[config.mk]
export PLATFORM = sky130hd
export DESIGN_NAME = pix_capture
export DESIGN_NICKNAME = d
export VERILOG_FILES = /design/src/common/pix_pkg.sv /design/src/verilog/toggle_sync.sv /design/src/verilog/pix_capture.sv
export SDC_FILE = /design/constraint.sdc
export NUM_CORES = 1
export LEC_CHECK = 0
export ABC_AREA = 1
export BUFFER_PORTS_ARGS = -buffer_cell sky130_fd_sc_hd__buf_2
export CAP_MARGIN = 20
export CELL_PAD_IN_SITES_DETAIL_PLACEMENT = 0
export CELL_PAD_IN_SITES_GLOBAL_PLACEMENT = 1
export CORE_MARGIN = 2
export CORE_UTILIZATION = 39
export CTS_CLUSTER_DIAMETER = 30
export CTS_CLUSTER_SIZE = 10
export DETAILED_ROUTE_END_ITERATION = 10
export PLACE_DENSITY = 0.84
export SLEW_MARGIN = 15
export SYNTH_ARGS = -nofsm -noshare
export SYNTH_HDL_FRONTEND = slang
export SYNTH_SLANG_ARGS = --single-unit
[constraint.sdc]
create_clock -name pix_dclk -period 2.29 [get_ports pix_dclk]
set_input_delay 0.458 -clock pix_dclk [delete_from_list [all_inputs] [get_ports pix_dclk]]
set_output_delay 0.458 -clock pix_dclk [all_outputs]
set_load 0.005 [all_outputs]
[src/common/pix_pkg.sv]
package pix_pkg;

    // ====================
    // Word widths
    // ====================

    // Raw sensor pixel
    typedef logic [11:0] pix_t;

    // Stored and read-out word
    typedef logic [15:0] word_t;

    // Block index in the block store, 8 blocks
    typedef logic [2:0] block_t;

    // ====================
    // Commands
    // ====================

    typedef enum logic {
        cmd_capture = 1'b0,
        cmd_readout = 1'b1
    } cmd_e;

    // ====================
    // Bundles
    // ====================

    // One sampled cycle of the parallel pixel port
    typedef struct packed {
        logic fv;
        logic lv;
        pix_t d;
    } pix_bus_t;

    // Block command to the block store
    typedef struct packed {
        block_t block;
        logic   write;
    } ram_cmd_t;

endpackage

[src/verilog/toggle_sync.sv]
module toggle_sync (
    input  logic clk,
    input  logic arst_n,
    input  logic toggle_in,
    output logic pulse
);

    logic sync_1;
    logic sync_2;
    logic sync_3;

    // Two flops for metastability, the third remembers the last level
    always_ff @(posedge clk or negedge arst_n) begin
        if (!arst_n) begin
            sync_1 <= 1'b0;
            sync_2 <= 1'b0;
            sync_3 <= 1'b0;
        end else begin
            sync_1 <= toggle_in;
            sync_2 <= sync_1;
            sync_3 <= sync_2;
        end
    end

    // One cycle per edge of the toggle
    assign pulse = sync_2 ^ sync_3;

endmodule

[src/verilog/pix_capture.sv]
module pix_capture (
    input  logic              pix_dclk,
    input  logic              arst_n,
    input  pix_pkg::pix_bus_t pix,
    input  logic              cap_toggle,
    output logic              fifo_wr,
    output pix_pkg::word_t    fifo_wdata
);

    import pix_pkg::*;

    typedef enum logic [1:0] {
        idle,
        wait_frame_end,
        wait_frame_start,
        in_frame
    } state_t;

    state_t   state;
    pix_bus_t pix_q;
    logic     cap_pulse;

    // Capture request from the system clock
    toggle_sync cap_sync0 (
        .clk       (pix_dclk),
        .arst_n    (arst_n),
        .toggle_in (cap_toggle),
        .pulse     (cap_pulse)
    );

    always_ff @(posedge pix_dclk or negedge arst_n) begin
        if (!arst_n) begin
            pix_q   <= '0;
            state   <= idle;
            fifo_wr <= 1'b0;
        end else begin
            pix_q <= pix;
            // The rising fv cycle of wait_frame_start already counts
            fifo_wr <= pix_q.fv && pix_q.lv &&
                       (state == wait_frame_start || state == in_frame);

            case (state)
                idle: begin
                    if (cap_pulse) begin
                        state <= wait_frame_end;
                    end
                end
                // Skip a frame that is already running
                wait_frame_end: begin
                    if (!pix_q.fv) begin
                        state <= wait_frame_start;
                    end
                end
                wait_frame_start: begin
                    if (pix_q.fv) begin
                        state <= in_frame;
                    end
                end
                in_frame: begin
                    if (!pix_q.fv) begin
                        state <= idle;
                    end
                end
                default: state <= idle;
            endcase
        end
    end

    // Zero-extended pixel
    always_ff @(posedge pix_dclk) begin
        fifo_wdata <= {{($bits(word_t) - $bits(pix_t)){1'b0}}, pix_q.d};
    end

endmodule

# After elaboration in Yosys (flattened, before gate mapping)
# Index checks and enable logic that the tools add are counted.
dict set report classes {
  n_bitwise 1
  reduce_logical 5
  n_eq_ne 7
  n_mux 5
}
# cell n
set ops {}
lappend ops {{$mux W2} 4}
lappend ops {{$ne A2 B2 Y1 const B} 4}
lappend ops {{$pmux W2 S4} 1}
lappend ops {{$eq A2 B2 Y1 const B} 2}
lappend ops {{$reduce_and A4 Y1} 1}
lappend ops {{$eq A2 B1 Y1 const B} 1}
lappend ops {{$logic_and A1 B1 Y1} 2}
lappend ops {{$logic_not A2 Y1} 1}
lappend ops {{$logic_or A1 B1 Y1} 1}
lappend ops {{$xor A1 B1 Y1} 1}
dict set report word_totals {
  ff_bits 32
  word_cells 27
  inputBits 17
  out_inout_bits 17
}

# Depth between registers and ports, before layout
# Gate-level depths: netlist (run 1).
dict set report logic_depth {
  depth_word 3
  depth_mapped 8
  ltp_nobuf 8
}

# Hierarchy
# A second synthesis (run 1) with hierarchy kept.
dict set report hier_totals {
  hier_cells 68
  hier_area_um2 950.9
}
# module instances cells_per_inst area_per_inst_um2 seq_area_each_um2
set by_module_without_submodules {}
lappend by_module_without_submodules {pix_capture 1 60 857.1 665.6}
lappend by_module_without_submodules {toggle_sync 1 8 93.8 75.1}

# Least setup slack after synthesis (run 1)
# OpenSTA, ideal clock, no wires.
dict set report synth_path {
  path_type {register -> register}
  from {reg state[0]}
  to {reg state[0]}
  slack_ps 1076
  synth_period_minus_slack_ps 1214
  setup_ps 117
  n_path_buf 0
  required_ps 2173
  path_stages_with_launch 8
  t_arrival_ps 1098
  path_cell_list {dfrtp_1 > inv_1 > ha_1 > or2_1 > nand2_2 > nand2_2 > nand2_1 > nand2_1}
}
dict set report synth_via {
  elab_chain_cells 3
  elab_cells_between_ends 10
  cone_classes {eq/ne: 7; mux: 1; reduce/logical: 2}
}
# element line_no
set synth_lines {}
lappend synth_lines {{start: declaration} pix_capture.sv:19} ;# state_t state;
lappend synth_lines {{start signal: assignment} pix_capture.sv:34} ;# state <= idle;
lappend synth_lines {{start signal: assignment} pix_capture.sv:45} ;# state <= wait_frame_end;
lappend synth_lines {{start signal: assignment} pix_capture.sv:51} ;# state <= wait_frame_start;
lappend synth_lines {{$eq A2 B1 Y1, or another cell as far along} pix_capture.sv:42} ;# case (state)
lappend synth_lines {{$ne A2 B2 Y1 (no source line)} n/a}
lappend synth_lines {{$reduce_and A4 Y1 (no source line)} n/a}
# Several ways; a longest one is shown, not always the timed one.
# A chain may end at the register's enable or synchronous reset.

# Final worst setup path (run 1)
dict set report layout_path {
  from {reg state[0]}
  to {reg state[1]}
}
# Same word-level chain as after synthesis.

==> results of run 1 <==
==> kinds of logic (layout without fill, tap and decap cells) <==
logic type,after synthesis,count (layout),share of synthesized area (%)
AO/OA/AOI/OAI,1,1,1.05
adder cells (fa/ha/maj),5,5,6.59
buffers and inverters,10,43,5.53
flip-flops,32,32,78.0
other,1,4,0.395
AND/OR/NAND/NOR,14,14,8.43
==> report_power, final <==
group | switching [W] | total, W | internal [W] | leakage [nW]
clock network | 0.000169 | 0.000315 | 0.000146 | 0.0380
registers | 0.0000297 | 0.000639 | 0.000610 | 0.337
logic | 0.000110 | 0.000203 | 0.0000935 | 0.245
total | 0.000309 | 0.00116 | 0.000849 | 0.621
==> stage by stage <==
step,power (W),hold WS [ns],setup WS [ns],area [µm²]
floorplan,0.000792,0.162,1.08,961
global placement,0.000843,0.324,1.03,1110
detailed placement,0.000857,0.327,0.965,1110
CTS,0.00118,0.0566,0.936,1170
global route,0.00124,0.0670,0.853,1170
finish,0.00116,0.0659,0.948,1170
==> worst register-to-register path, cell delays in order (launching register included) <==
cell	delay, ns
dfrtp_1	0.42
inv_1	0.10
ha_1	0.23
or2_1	0.24
nand2_2	0.09
nand2_2	0.06
nand2_1	0.05
nand2_1	0.05
==> per-layer routing <==
layer  vias to the layer above  GRT usage, %  routed length [µm]
met3                         6          5.08                  63
met5                         -             0                   0
met4                         0          12.4                  40
li1                        250             -                   -
met1                       237          11.2                 459
met2                        17          20.2                 787
==> flip-flops by register name, summed over array words and instances, names as in the netlist <==
register and count:
cap_sync0.sync_1 1, cap_sync0.sync_2 1, cap_sync0.sync_3 1, fifo_wdata 12, fifo_wr 1, pix_q 14
state 2
==> final timing paths <==
path / start / endpoint
max: state[0] / state[1]
min: arst_n / pix_q[4]
max reg2reg: state[0] / state[1]
min reg2reg: pix_q[3] / fifo_wdata[3]
max in group asynchronous: arst_n / state[1]
min in group pix_dclk: cap_toggle / cap_sync0.sync_1
==> layout make-up <==
class | instances | area [µm²]
multi-input cells | 24 | 168
fillers | 224 | 1080
repair buffers | 29 | 145
inverters | 6 | 22.5
well taps | 28 | 35.0
clock inverters | 2 | 10.0
clock buffers | 6 | 51.3
flip-flops and latches | 32 | 741
==> layout by cell type, fill, tap and decap left out <==
cell type and n:
or2_1 1, o211a_1 1, dfxtp_1 12, clkbuf_4 5
clkinv_2 2, conb_1 4, nand3_4 1, clkbuf_8 1
or2_2 1, nand2_2 2, buf_2 29, ha_1 5
nand2_1 6, nand3_1 3, inv_1 6, dfrtp_1 20
==> impl.org, run 1 <==
** Outcome
- Outcome :: finished clean

** Route
- Across all layers, the routed design uses 510 vias.
- Total Routed Length :: 1350 µm
- Per-cell via count in the routed design :: 4.02
- After detailed routing, the number of remaining DRC violations is 0.
- The first routing iteration left 5 violations.
- Remaining number of nets flagged by the antenna check after routing :: 0
- In the final routed layout, each cell accounts on average for 10.6 µm.
- The pre-antenna-repair detailed-routing pass consisted of 4 iterations.

** Logic synthesis
- The share of synthesized area in the top cell type comes to 52.7%.
- Of all flip-flops after synthesis, the portion carrying an async set or reset was 62.5%.
- Synthesis produced a netlist whose cell count is 63.
- Cell variety after synth :: 13
- Of all cell types, the one taking the most synthesized area is dfrtp_1.
- Warnings from Yosys :: 0
- The most common cell in the synthesized netlist is dfrtp_1.
- Synthesized area :: 950 µm²
- Number of flops mapped to enable cells by yosys :: 0
- Most instantiated cells after synthesis :: dfrtp_1, dfxtp_1, inv_1, nand2_1, ha_1
- Prevailing post-synth register cell :: dfrtp_1
- Counting flops and latches in the post-synthesis netlist gives 32.
- The average instance in the mapped netlist occupies 15.1 µm².
- The share of the Yosys chip area taken by registers is 78.0%.
- Yosys attributes the largest share of cell area to dfrtp_1, dfxtp_1, ha_1.

** Global routing
- First-pass GRT wire length :: 2280 µm
- The via count of the first global-routing pass was 551.
- The initial antenna violation count was 0.
- Remaining Overflow, GRT :: 0
- Across every metal layer, demand over resource in global routing totals 12.4%.
- Pin count of the biggest net entering global routing :: 21

** Clock network
- In this run the number of H-tree levels came out at 2.
- Buffers inserted to repair hold after CTS numbered 0.
- The number of gates resized after CTS was 0.
- Number of buffers between clock root and the deepest sink :: 2
- Buffers inserted during clock tree synthesis total 5.
- Count of clock tree sinks :: 32
- Clock-pin slew on the worst setup and hold paths :: 0.09 ns
- For the worst-skew pair, the clock arrives at the later sink with an insertion delay of 0.31 ns.
- Once the clock tree was built, the setup fixing pass inserted 0 buffers.
- Cell at the root of the clock tree :: clkbuf_4
- TritonCTS built the clock tree.

** Finish
- NumNets Final :: 120
- The area growth from synthesis to layout is 23.5%.
- Share of post-route cells with drive strength above 1 :: 41.4%
- Final cell utilization of the core :: 52.0%
- Final antenna diode count :: 0
- Number of cells in the finished layout apart from fillers :: 127

** Setup path
- Grouping stages by cell kind, the critical path spends the most delay in simple AND/OR/NAND/NOR gates.
- STA classifies the critical path endpoint as a flop.
- STA puts the critical path data required time at 2.50 ns.
- For this design, the slowest cell found on the critical path is dfrtp_1.
- Maximum fanout along the worst path :: 4
- CP startpoint kind :: flop
- Worst path buffer plus inverter count :: 1
- Cells on worst reg2reg path :: 7
- The largest single stage delay on the critical path is 0.42 ns.
- The worst register-to-register path has a setup slack of 0.95 ns.
- Data arrives at the worst endpoint at 1.55 ns.
- Ordered cell list for the critical path :: inv_1 > ha_1 > or2_1 > nand2_2 > nand2_2 > nand2_1 > nand2_1
- Kind of critical path :: flop to flop
- WP depth :: 7

** STA
- The number of slew-limit violations in the final report was 0.
- After layout, the minimum clock period comes to 1.34 ns.
- The final hold violation count was 0.
- Timing would allow up to 0.745 GHz.
- After layout, the worst path uses 58.6% of the clock period.
- Adding up every negative setup slack in the final design gives 0 ns.
- Setup repair after global routing left no endpoint under its margin.
- Clock Skews :: 0.00202 ns
- Number of endpoints failing setup at the final stage :: 0

** Floorplan
- Total number of placement rows :: 17
- In this run the horizontal extent of the chip is 53.3 µm.
- 34 I/O pins were placed.
- Starting utilization of the core area :: 42.1%
- Area of the core region :: 2250 µm²
- Die Span Y :: 53.3 µm
- The die covers 2850 µm².

** Power and ir drop
- The analysis attributes to cell leakage a power of 0.621 nW.
- Across the VDD grid, the largest voltage drop is 0.575 mV.
- Areal power density over the cells :: 988 nW/µm²

** Placed design
- Number of port buffers :: 29
- Counting tap cells, the placed design contains a total of 119 instances.
- DP Wirelength :: 994 µm
- At the end of routability-driven placement, the weighted congestion stood at 0.692.

** Flow run
- Across the run, the number of max-cap violations was 0.

** Hold path
- The tightest min-delay check is of the input port to async pin type.
No activity file was read; power rests on OpenSTA's default activity.
==> run 2, diff against run 1 <==
Settings changed: CORE_UTILIZATION 39 to 33, PLACE_DENSITY 0.84 to 0.76.
Clock period 2.29 ns to 1.12 ns, I/O delays scaled along.
==> run 2 against run 1 <==
- the run now ends with setup timing left
- die area increased by 17%
- critical path depth down 1
- total power increased by 140%
- largest power group unchanged
==> impl.org, run 2 (synthesis results as in run 1) <==
** Clock network
- The longest clock path from root to sink contains 2 buffers.
- Cell at the root of the clock tree :: clkbuf_4
- Clock-pin slew on the worst setup and hold paths :: 0.10 ns
- Count of clock tree sinks :: 32
- TritonCTS built the clock tree.
- The clock tree synthesis step divided the H-tree into 2 levels.
- Skew-Pair Late Insertion Delay :: 0.33 ns
- CTS buffer count :: 5

** Finish
- Commonest non-fill, non-tap cells in the layout :: buf_2, dfrtp_1, dlygate4sd3_1
- Footprint of the flip-flops and latches :: 742 µm²
- Multi-input logic area :: 203 µm²
- Top register by number of flip-flops :: pix_q
- Final antenna diode count :: 0
- Number of fill cells in the layout :: 232
- The largest registers in the layout are pix_q: 14 flops, fifo_wdata: 12 flops, state: 2 flops.
- The register with the most flip-flops in the layout has 14 of them.
- Of the cells placed in the final design, the portion with a size suffix greater than 1 is 43.1%.
- Leading cell type in the layout, fill and taps excluded :: buf_2
- Layout Area Growth over Synthesis :: 47.3%
- The net count of the finished layout is 137.
- Once layout is done, the placed cells without fillers occupy 1400 µm².

** Setup path
- STA classifies the critical path startpoint as a flop.
- On the worst path, the slowest cell contributes a delay of 0.47 ns.
- Data required, critical path :: 1.34 ns
- Traced cell by cell, the critical path runs through ha_4 > or2_4 > nand2_4 > nand2_4 > nand2_1 > nand2_1.
- Worst reg2reg path startpoint :: state[1]
- Together, buffers and inverters on the worst path number 0.
- Critical Path AT :: 1.47 ns
- Critical path origin :: state[1]
- CP max-delay cell :: dfrtp_2
- Grouping stages by cell kind, the critical path spends the most delay in simple AND/OR/NAND/NOR gates.
- The worst setup path is captured at a flop.
- Kind of critical path :: flop to flop
- Maximum fanout along the worst path :: 4

** Placed design
- After detailed placement, the total cell area comes to 1130 µm².
- Buffers placed on the I/O ports in this run total 29.
- The congestion estimate from routability-driven global placement came to 0.676.
- DP Wirelength :: 1010 µm

** Floorplan
- The die is 57.6 µm wide.
- Starting utilization of the core area :: 34.7%
- In this run the core area contains 19 standard-cell rows.
- The die is 57.6 µm tall.
- The floorplan step defined a core boundary enclosing 2730 µm².
- The floorplan step defined a die boundary enclosing 3320 µm².
- 34 I/O pins were placed.

** Global routing
- Global routing used 10.7% of the available tracks across all layers.
- The first global-routing pass estimated 2450 µm of wire.
- Initial antenna violation count :: 0
- Remaining Overflow, GRT :: 0
- The via count of the first global-routing pass came to 570.
- Entering global routing, the biggest net connects 21 pins.

** STA
- Clock period minus final worst setup slack :: 1.25 ns
- The number of slew-limit violations in the final report was 0.
- Clock Skews :: 0.00998 ns
- RSZ-0062 raised after global routing :: true
- Top achievable clock speed :: 0.801 GHz
- Hold Vio Cnt, Final :: 0
- Number of endpoints failing setup at the final stage :: 2
- The worst path uses 111% of the clock period.
- Across all setup checks in the final design, the least slack found is -0.128 ns.

** Route
- Before antenna repair, the detailed router went through 2 iterations.
- Iteration-0 DRC count of the detailed router :: 9
- After detailed routing, the number of vias per cell comes to 3.93.
- For this block, the via count after detailed routing is 578.
- Total Routed Length :: 1550 µm
- In the routed design, unresolved DRC markers number 0.
- Once detail routing completed, the nets flagged for antenna violations numbered 0.
- Routed len/inst :: 10.6 µm

** Hold path
- The path class of the tightest hold or removal check is flop to flop.
- Worst Min Path Start :: pix_q[6]

** Flow run
- Max-Cap Viols :: 0

** Outcome
- The run finished, with violations left.
- The checks that failed: setup timing.

** Power and ir drop
- VDD sags by at most 1.33 mV.
- Final total power :: 0.00276 W
- In this run the power density over the cells is 1970 nW/µm².
- Standby leakage power :: 0.700 nW
run 2: cell types whose count changed in the layout (fill, tap and decap cells not counted), moves of 2 or more:
cell / change
dlygate4sd3_1: +16
ha_1: -2
inv_1: -2
inv_2: +2
nand2_4: +2
run 2: metal layers:
layer  up-vias  track usage, %  wire length (µm)
met5         -               0                 0
met4         0            4.98                29
met3         5            7.81               172
met2        29            15.7               687
met1       257            11.6               662
li1        287               -                 -
run 2: path summary, 6_finish.rpt:
check | slack (ns) | to | depth (start not counted)
max | -0.13 | state[0] | 6
min | 0.34 | fifo_wdata[6] | 0
max reg2reg | -0.13 | state[0] | 6
min reg2reg | 0.34 | fifo_wdata[6] | 0
max in group asynchronous | 0.42 | state[1] | 2
min in group asynchronous | 0.38 | cap_sync0.sync_2 | 2
run 2: metrics by stage:
step	cells	utilization [%]	setup WS, ns	TNS [ns]	hold WS (ns)
floorplan	66	-	-0.0183	-0.0325	-0.0716
global placement	122	41.2	-0.0964	-0.150	0.188
detailed placement	122	41.2	-0.0995	-0.183	0.197
CTS	147	50.3	-0.108	-0.205	0.336
global route	147	51.2	-0.193	-0.351	0.350
finish	147	51.2	-0.128	-0.234	0.337
run 2: final cells by class:
cell class                 count  share of cell area [%]
clock buffer                   5                    2.68
sequential                    32                    53.0
tap                           31                    2.77
inverter                       6                    1.61
timing repair buffer          46                    22.4
multi-input combinational     24                    14.5
clock inverter                 3                    3.04
run 2: timing repair:
action,CTS,global route
setup endpoints to repair,2,2
gates resized for setup,1,6
hold endpoints to repair,35,0
setup buffers,1,0
pin swaps,0,1
hold buffers,16,0
run 2: power by group:
group	internal (W)	switching [W]
combinational	0.000289	0.000290
clock	0.000465	0.000387
sequential	0.00125	0.0000739
total	0.00200	0.000751
==> run 3, diff against run 2 <==
Settings changed: CELL_PAD_IN_SITES_DETAIL_PLACEMENT 0 to 1, CELL_PAD_IN_SITES_GLOBAL_PLACEMENT 1 to 2, CORE_UTILIZATION 33 to 27, GPL_TIMING_DRIVEN from default to 0, PLACE_DENSITY 0.76 to 0.75.
==> run 3 against run 2 <==
- sequential power hardly changed
- the flow still finishes with violations (setup timing)
- clock-buffer cell count is 2 higher
- clock skew is 0.00086 ns lower
- largest power group unchanged
- hold slack better by 0.012 ns
- combinational power is 3.8% higher
==> impl.org, run 3 (synthesis results as in run 1) <==
** STA
- RSZ-0062 raised after global routing :: true
- The number of slew-limit violations in the final report was 0.
- Clock period minus final worst setup slack :: 1.25 ns
- Setup violations remaining at the end of the flow were counted as 3.
- After layout, the worst setup slack is -0.132 ns.
- For this run, the top clock speed supported by timing is 0.798 GHz.
- Dividing the final minimum period by the clock period gives 112%.
- Hold Vio Cnt, Final :: 0
- Total negative slack :: -0.346 ns
- Clock Skews :: 0.00912 ns

** Finish
- The register with the most flip-flops in the layout has 14 of them.
- 0 antenna diodes ended up in the layout.
- Registers with the most flip-flops :: pix_q: 14 flops, fifo_wdata: 12 flops, state: 2 flops
- Number of fill cells in the layout :: 383
- For this run, the post-layout net count is 144.
- The multi-input combinational cells in the finished layout cover a total of 180 µm².
- Measured on the finished design, the core utilization comes to 42.6%.
- Commonest non-fill, non-tap cells in the layout :: buf_2, dfrtp_1, dlygate4sd3_1
- Registers take 741 µm².
- Share of post-route cells with drive strength above 1 :: 41.5%
- The library cell used most frequently in the layout, excluding fill and tap cells, is buf_2.
- Layout Area Growth over Synthesis :: 50.9%
- Top register by number of flip-flops :: pix_q

** Clock network
- At the later pin of the worst-skew pair, clock insertion delay measures 0.32 ns.
- Count of clock tree sinks :: 32
- CTS buffer count :: 5
- TritonCTS built the clock tree.
- Number of buffers between clock root and the deepest sink :: 2
- # H-tree levels :: 2
- Clock-pin slew on the worst setup and hold paths :: 0.10 ns
- Cell at the root of the clock tree :: clkbuf_4

** Global routing
- The first global-routing pass estimated 2640 µm of wire.
- Entering global routing, the biggest net connects 21 pins.
- For this run, the total global-route usage over all layers was measured as 9.18%.
- The via count of the first global-routing pass is 634.
- Initial antenna violation count :: 0
- Remaining Overflow, GRT :: 0

** Route
- Per-cell via count in the routed design :: 3.67
- Dividing the detail-routed wire length by the instance count gives 9.44 µm.
- For this block, the via count after detailed routing is 621.
- Summed over all layers, the routed wires come to 1600 µm.
- Remaining number of nets flagged by the antenna check after routing :: 0
- # DRC :: 0
- The detailed router finished its first iteration with 32 violations.
- Initial DRT Pass Iterations :: 3

** Setup path
- Ordered cell list for the critical path :: inv_2 > ha_4 > or2_1 > nand2_2 > nand2_2 > nand2_1 > nand2_1
- Data required, critical path :: 1.34 ns
- The largest single stage delay on the critical path is 0.43 ns.
- CP max-delay cell :: dfrtp_1
- CP startpoint kind :: flop
- Maximum fanout along the worst path :: 4
- Worst setup EP type :: flop
- At the worst endpoint, the arrival time is 1.48 ns.
- Kind of critical path :: flop to flop

** Placed design
- After legalization and detailed placement, the total HPWL measured 1070 µm.
- Routability-driven placement finished with a final weighted congestion of 0.634.
- Number of port buffers :: 29
- Post-placement setup slack :: -0.140 ns

** Flow run
- Max-Cap Viols :: 0

** Floorplan
- In this run the horizontal extent of the chip is 63.3 µm.
- Number of top-level pins :: 34
- Area of the core region :: 3360 µm²
- Starting utilization of the core area :: 28.2%
- Total die area :: 4010 µm²
- Total number of placement rows :: 21
- Die Span Y :: 63.3 µm

** Power and ir drop
- IR analysis of the VDD net gives a maximum drop of 0.670 mV.
- Standby leakage power :: 0.722 nW
- Final total power :: 0.00258 W
- Power spread over the standard cell area amounts to 1800 nW/µm².

** Hold path
- The worst hold path belongs to the class flop to flop.

** Outcome
- The checks that failed: setup timing.
- Outcome :: complete, but fails checks
[run 3: cell type report]
class / count / area share, %
Clock inverter: 1 / 0.524
Multi-Input combinational cell: 24 / 12.6
Tap cell: 46 / 4.02
Timing Repair Buffer: 49 / 23.7
Sequential cell: 32 / 51.7
Clock buffer: 7 / 3.84
Inverter: 6 / 1.57
Buffer: 4 / 2.10
[run 3: path summary, 6_finish.rpt]
path | depth (start not counted) | endpoint | slack [ns] | startpoint
max in group asynchronous | 2 | pix_q[8] | 0.42 | arst_n
min in group asynchronous | 2 | state[0] | 0.37 | arst_n
worst max register to register | 7 | state[0] | -0.13 | state[0]
worst min-delay path | 0 | fifo_wdata[11] | 0.35 | pix_q[11]
worst max-delay path | 7 | state[0] | -0.13 | state[0]
worst min register to register | 0 | fifo_wdata[11] | 0.35 | pix_q[11]
[run 3: metal layers]
metal / track usage, % / vias up / part of all wire, %
li1: - / 300 / -
met1: 8.03 / 292 / 38
met2: 16.0 / 22 / 52
met3: 4.82 / 7 / 6.6
met4: 6.52 / 0 / 3.1
met5: 0 / - / 0
[run 3: critical path: cells and delay by family (launching register included)]
| kind | cells | cell delay [ns] |
|---|---|---|
| and+or+nand+nor | 5 | 0.47 |
| buffers and inverters | 1 | 0.08 |
| DFF | 1 | 0.43 |
| adders and majority gates | 1 | 0.16 |
[run 3: stage by stage]
stage          instance area [µm²]  hold slack (ns)  cells
2_1_floorplan                  973          -0.0716     66
3_3_place_gp                  1180            0.201    141
3_5_place_dp                  1180            0.208    141
4_1_cts                       1410          0.00335    167
5_1_grt                       1430            0.359    169
6_report                      1430            0.349    169
[run 3: what timing repair did]
action,4_1_cts,5_1_grt
pin swaps,1,1
hold buffers,15,1
hold endpoints to repair,34,1
setup buffers,3,2
endpoints found under the setup margin,2,3
gates resized for setup,0,1
[run 3: power by group]
group / switching (W) / internal, W
logic: 0.000265 / 0.000336
registers: 0.0000706 / 0.00125
clock network: 0.000358 / 0.000307
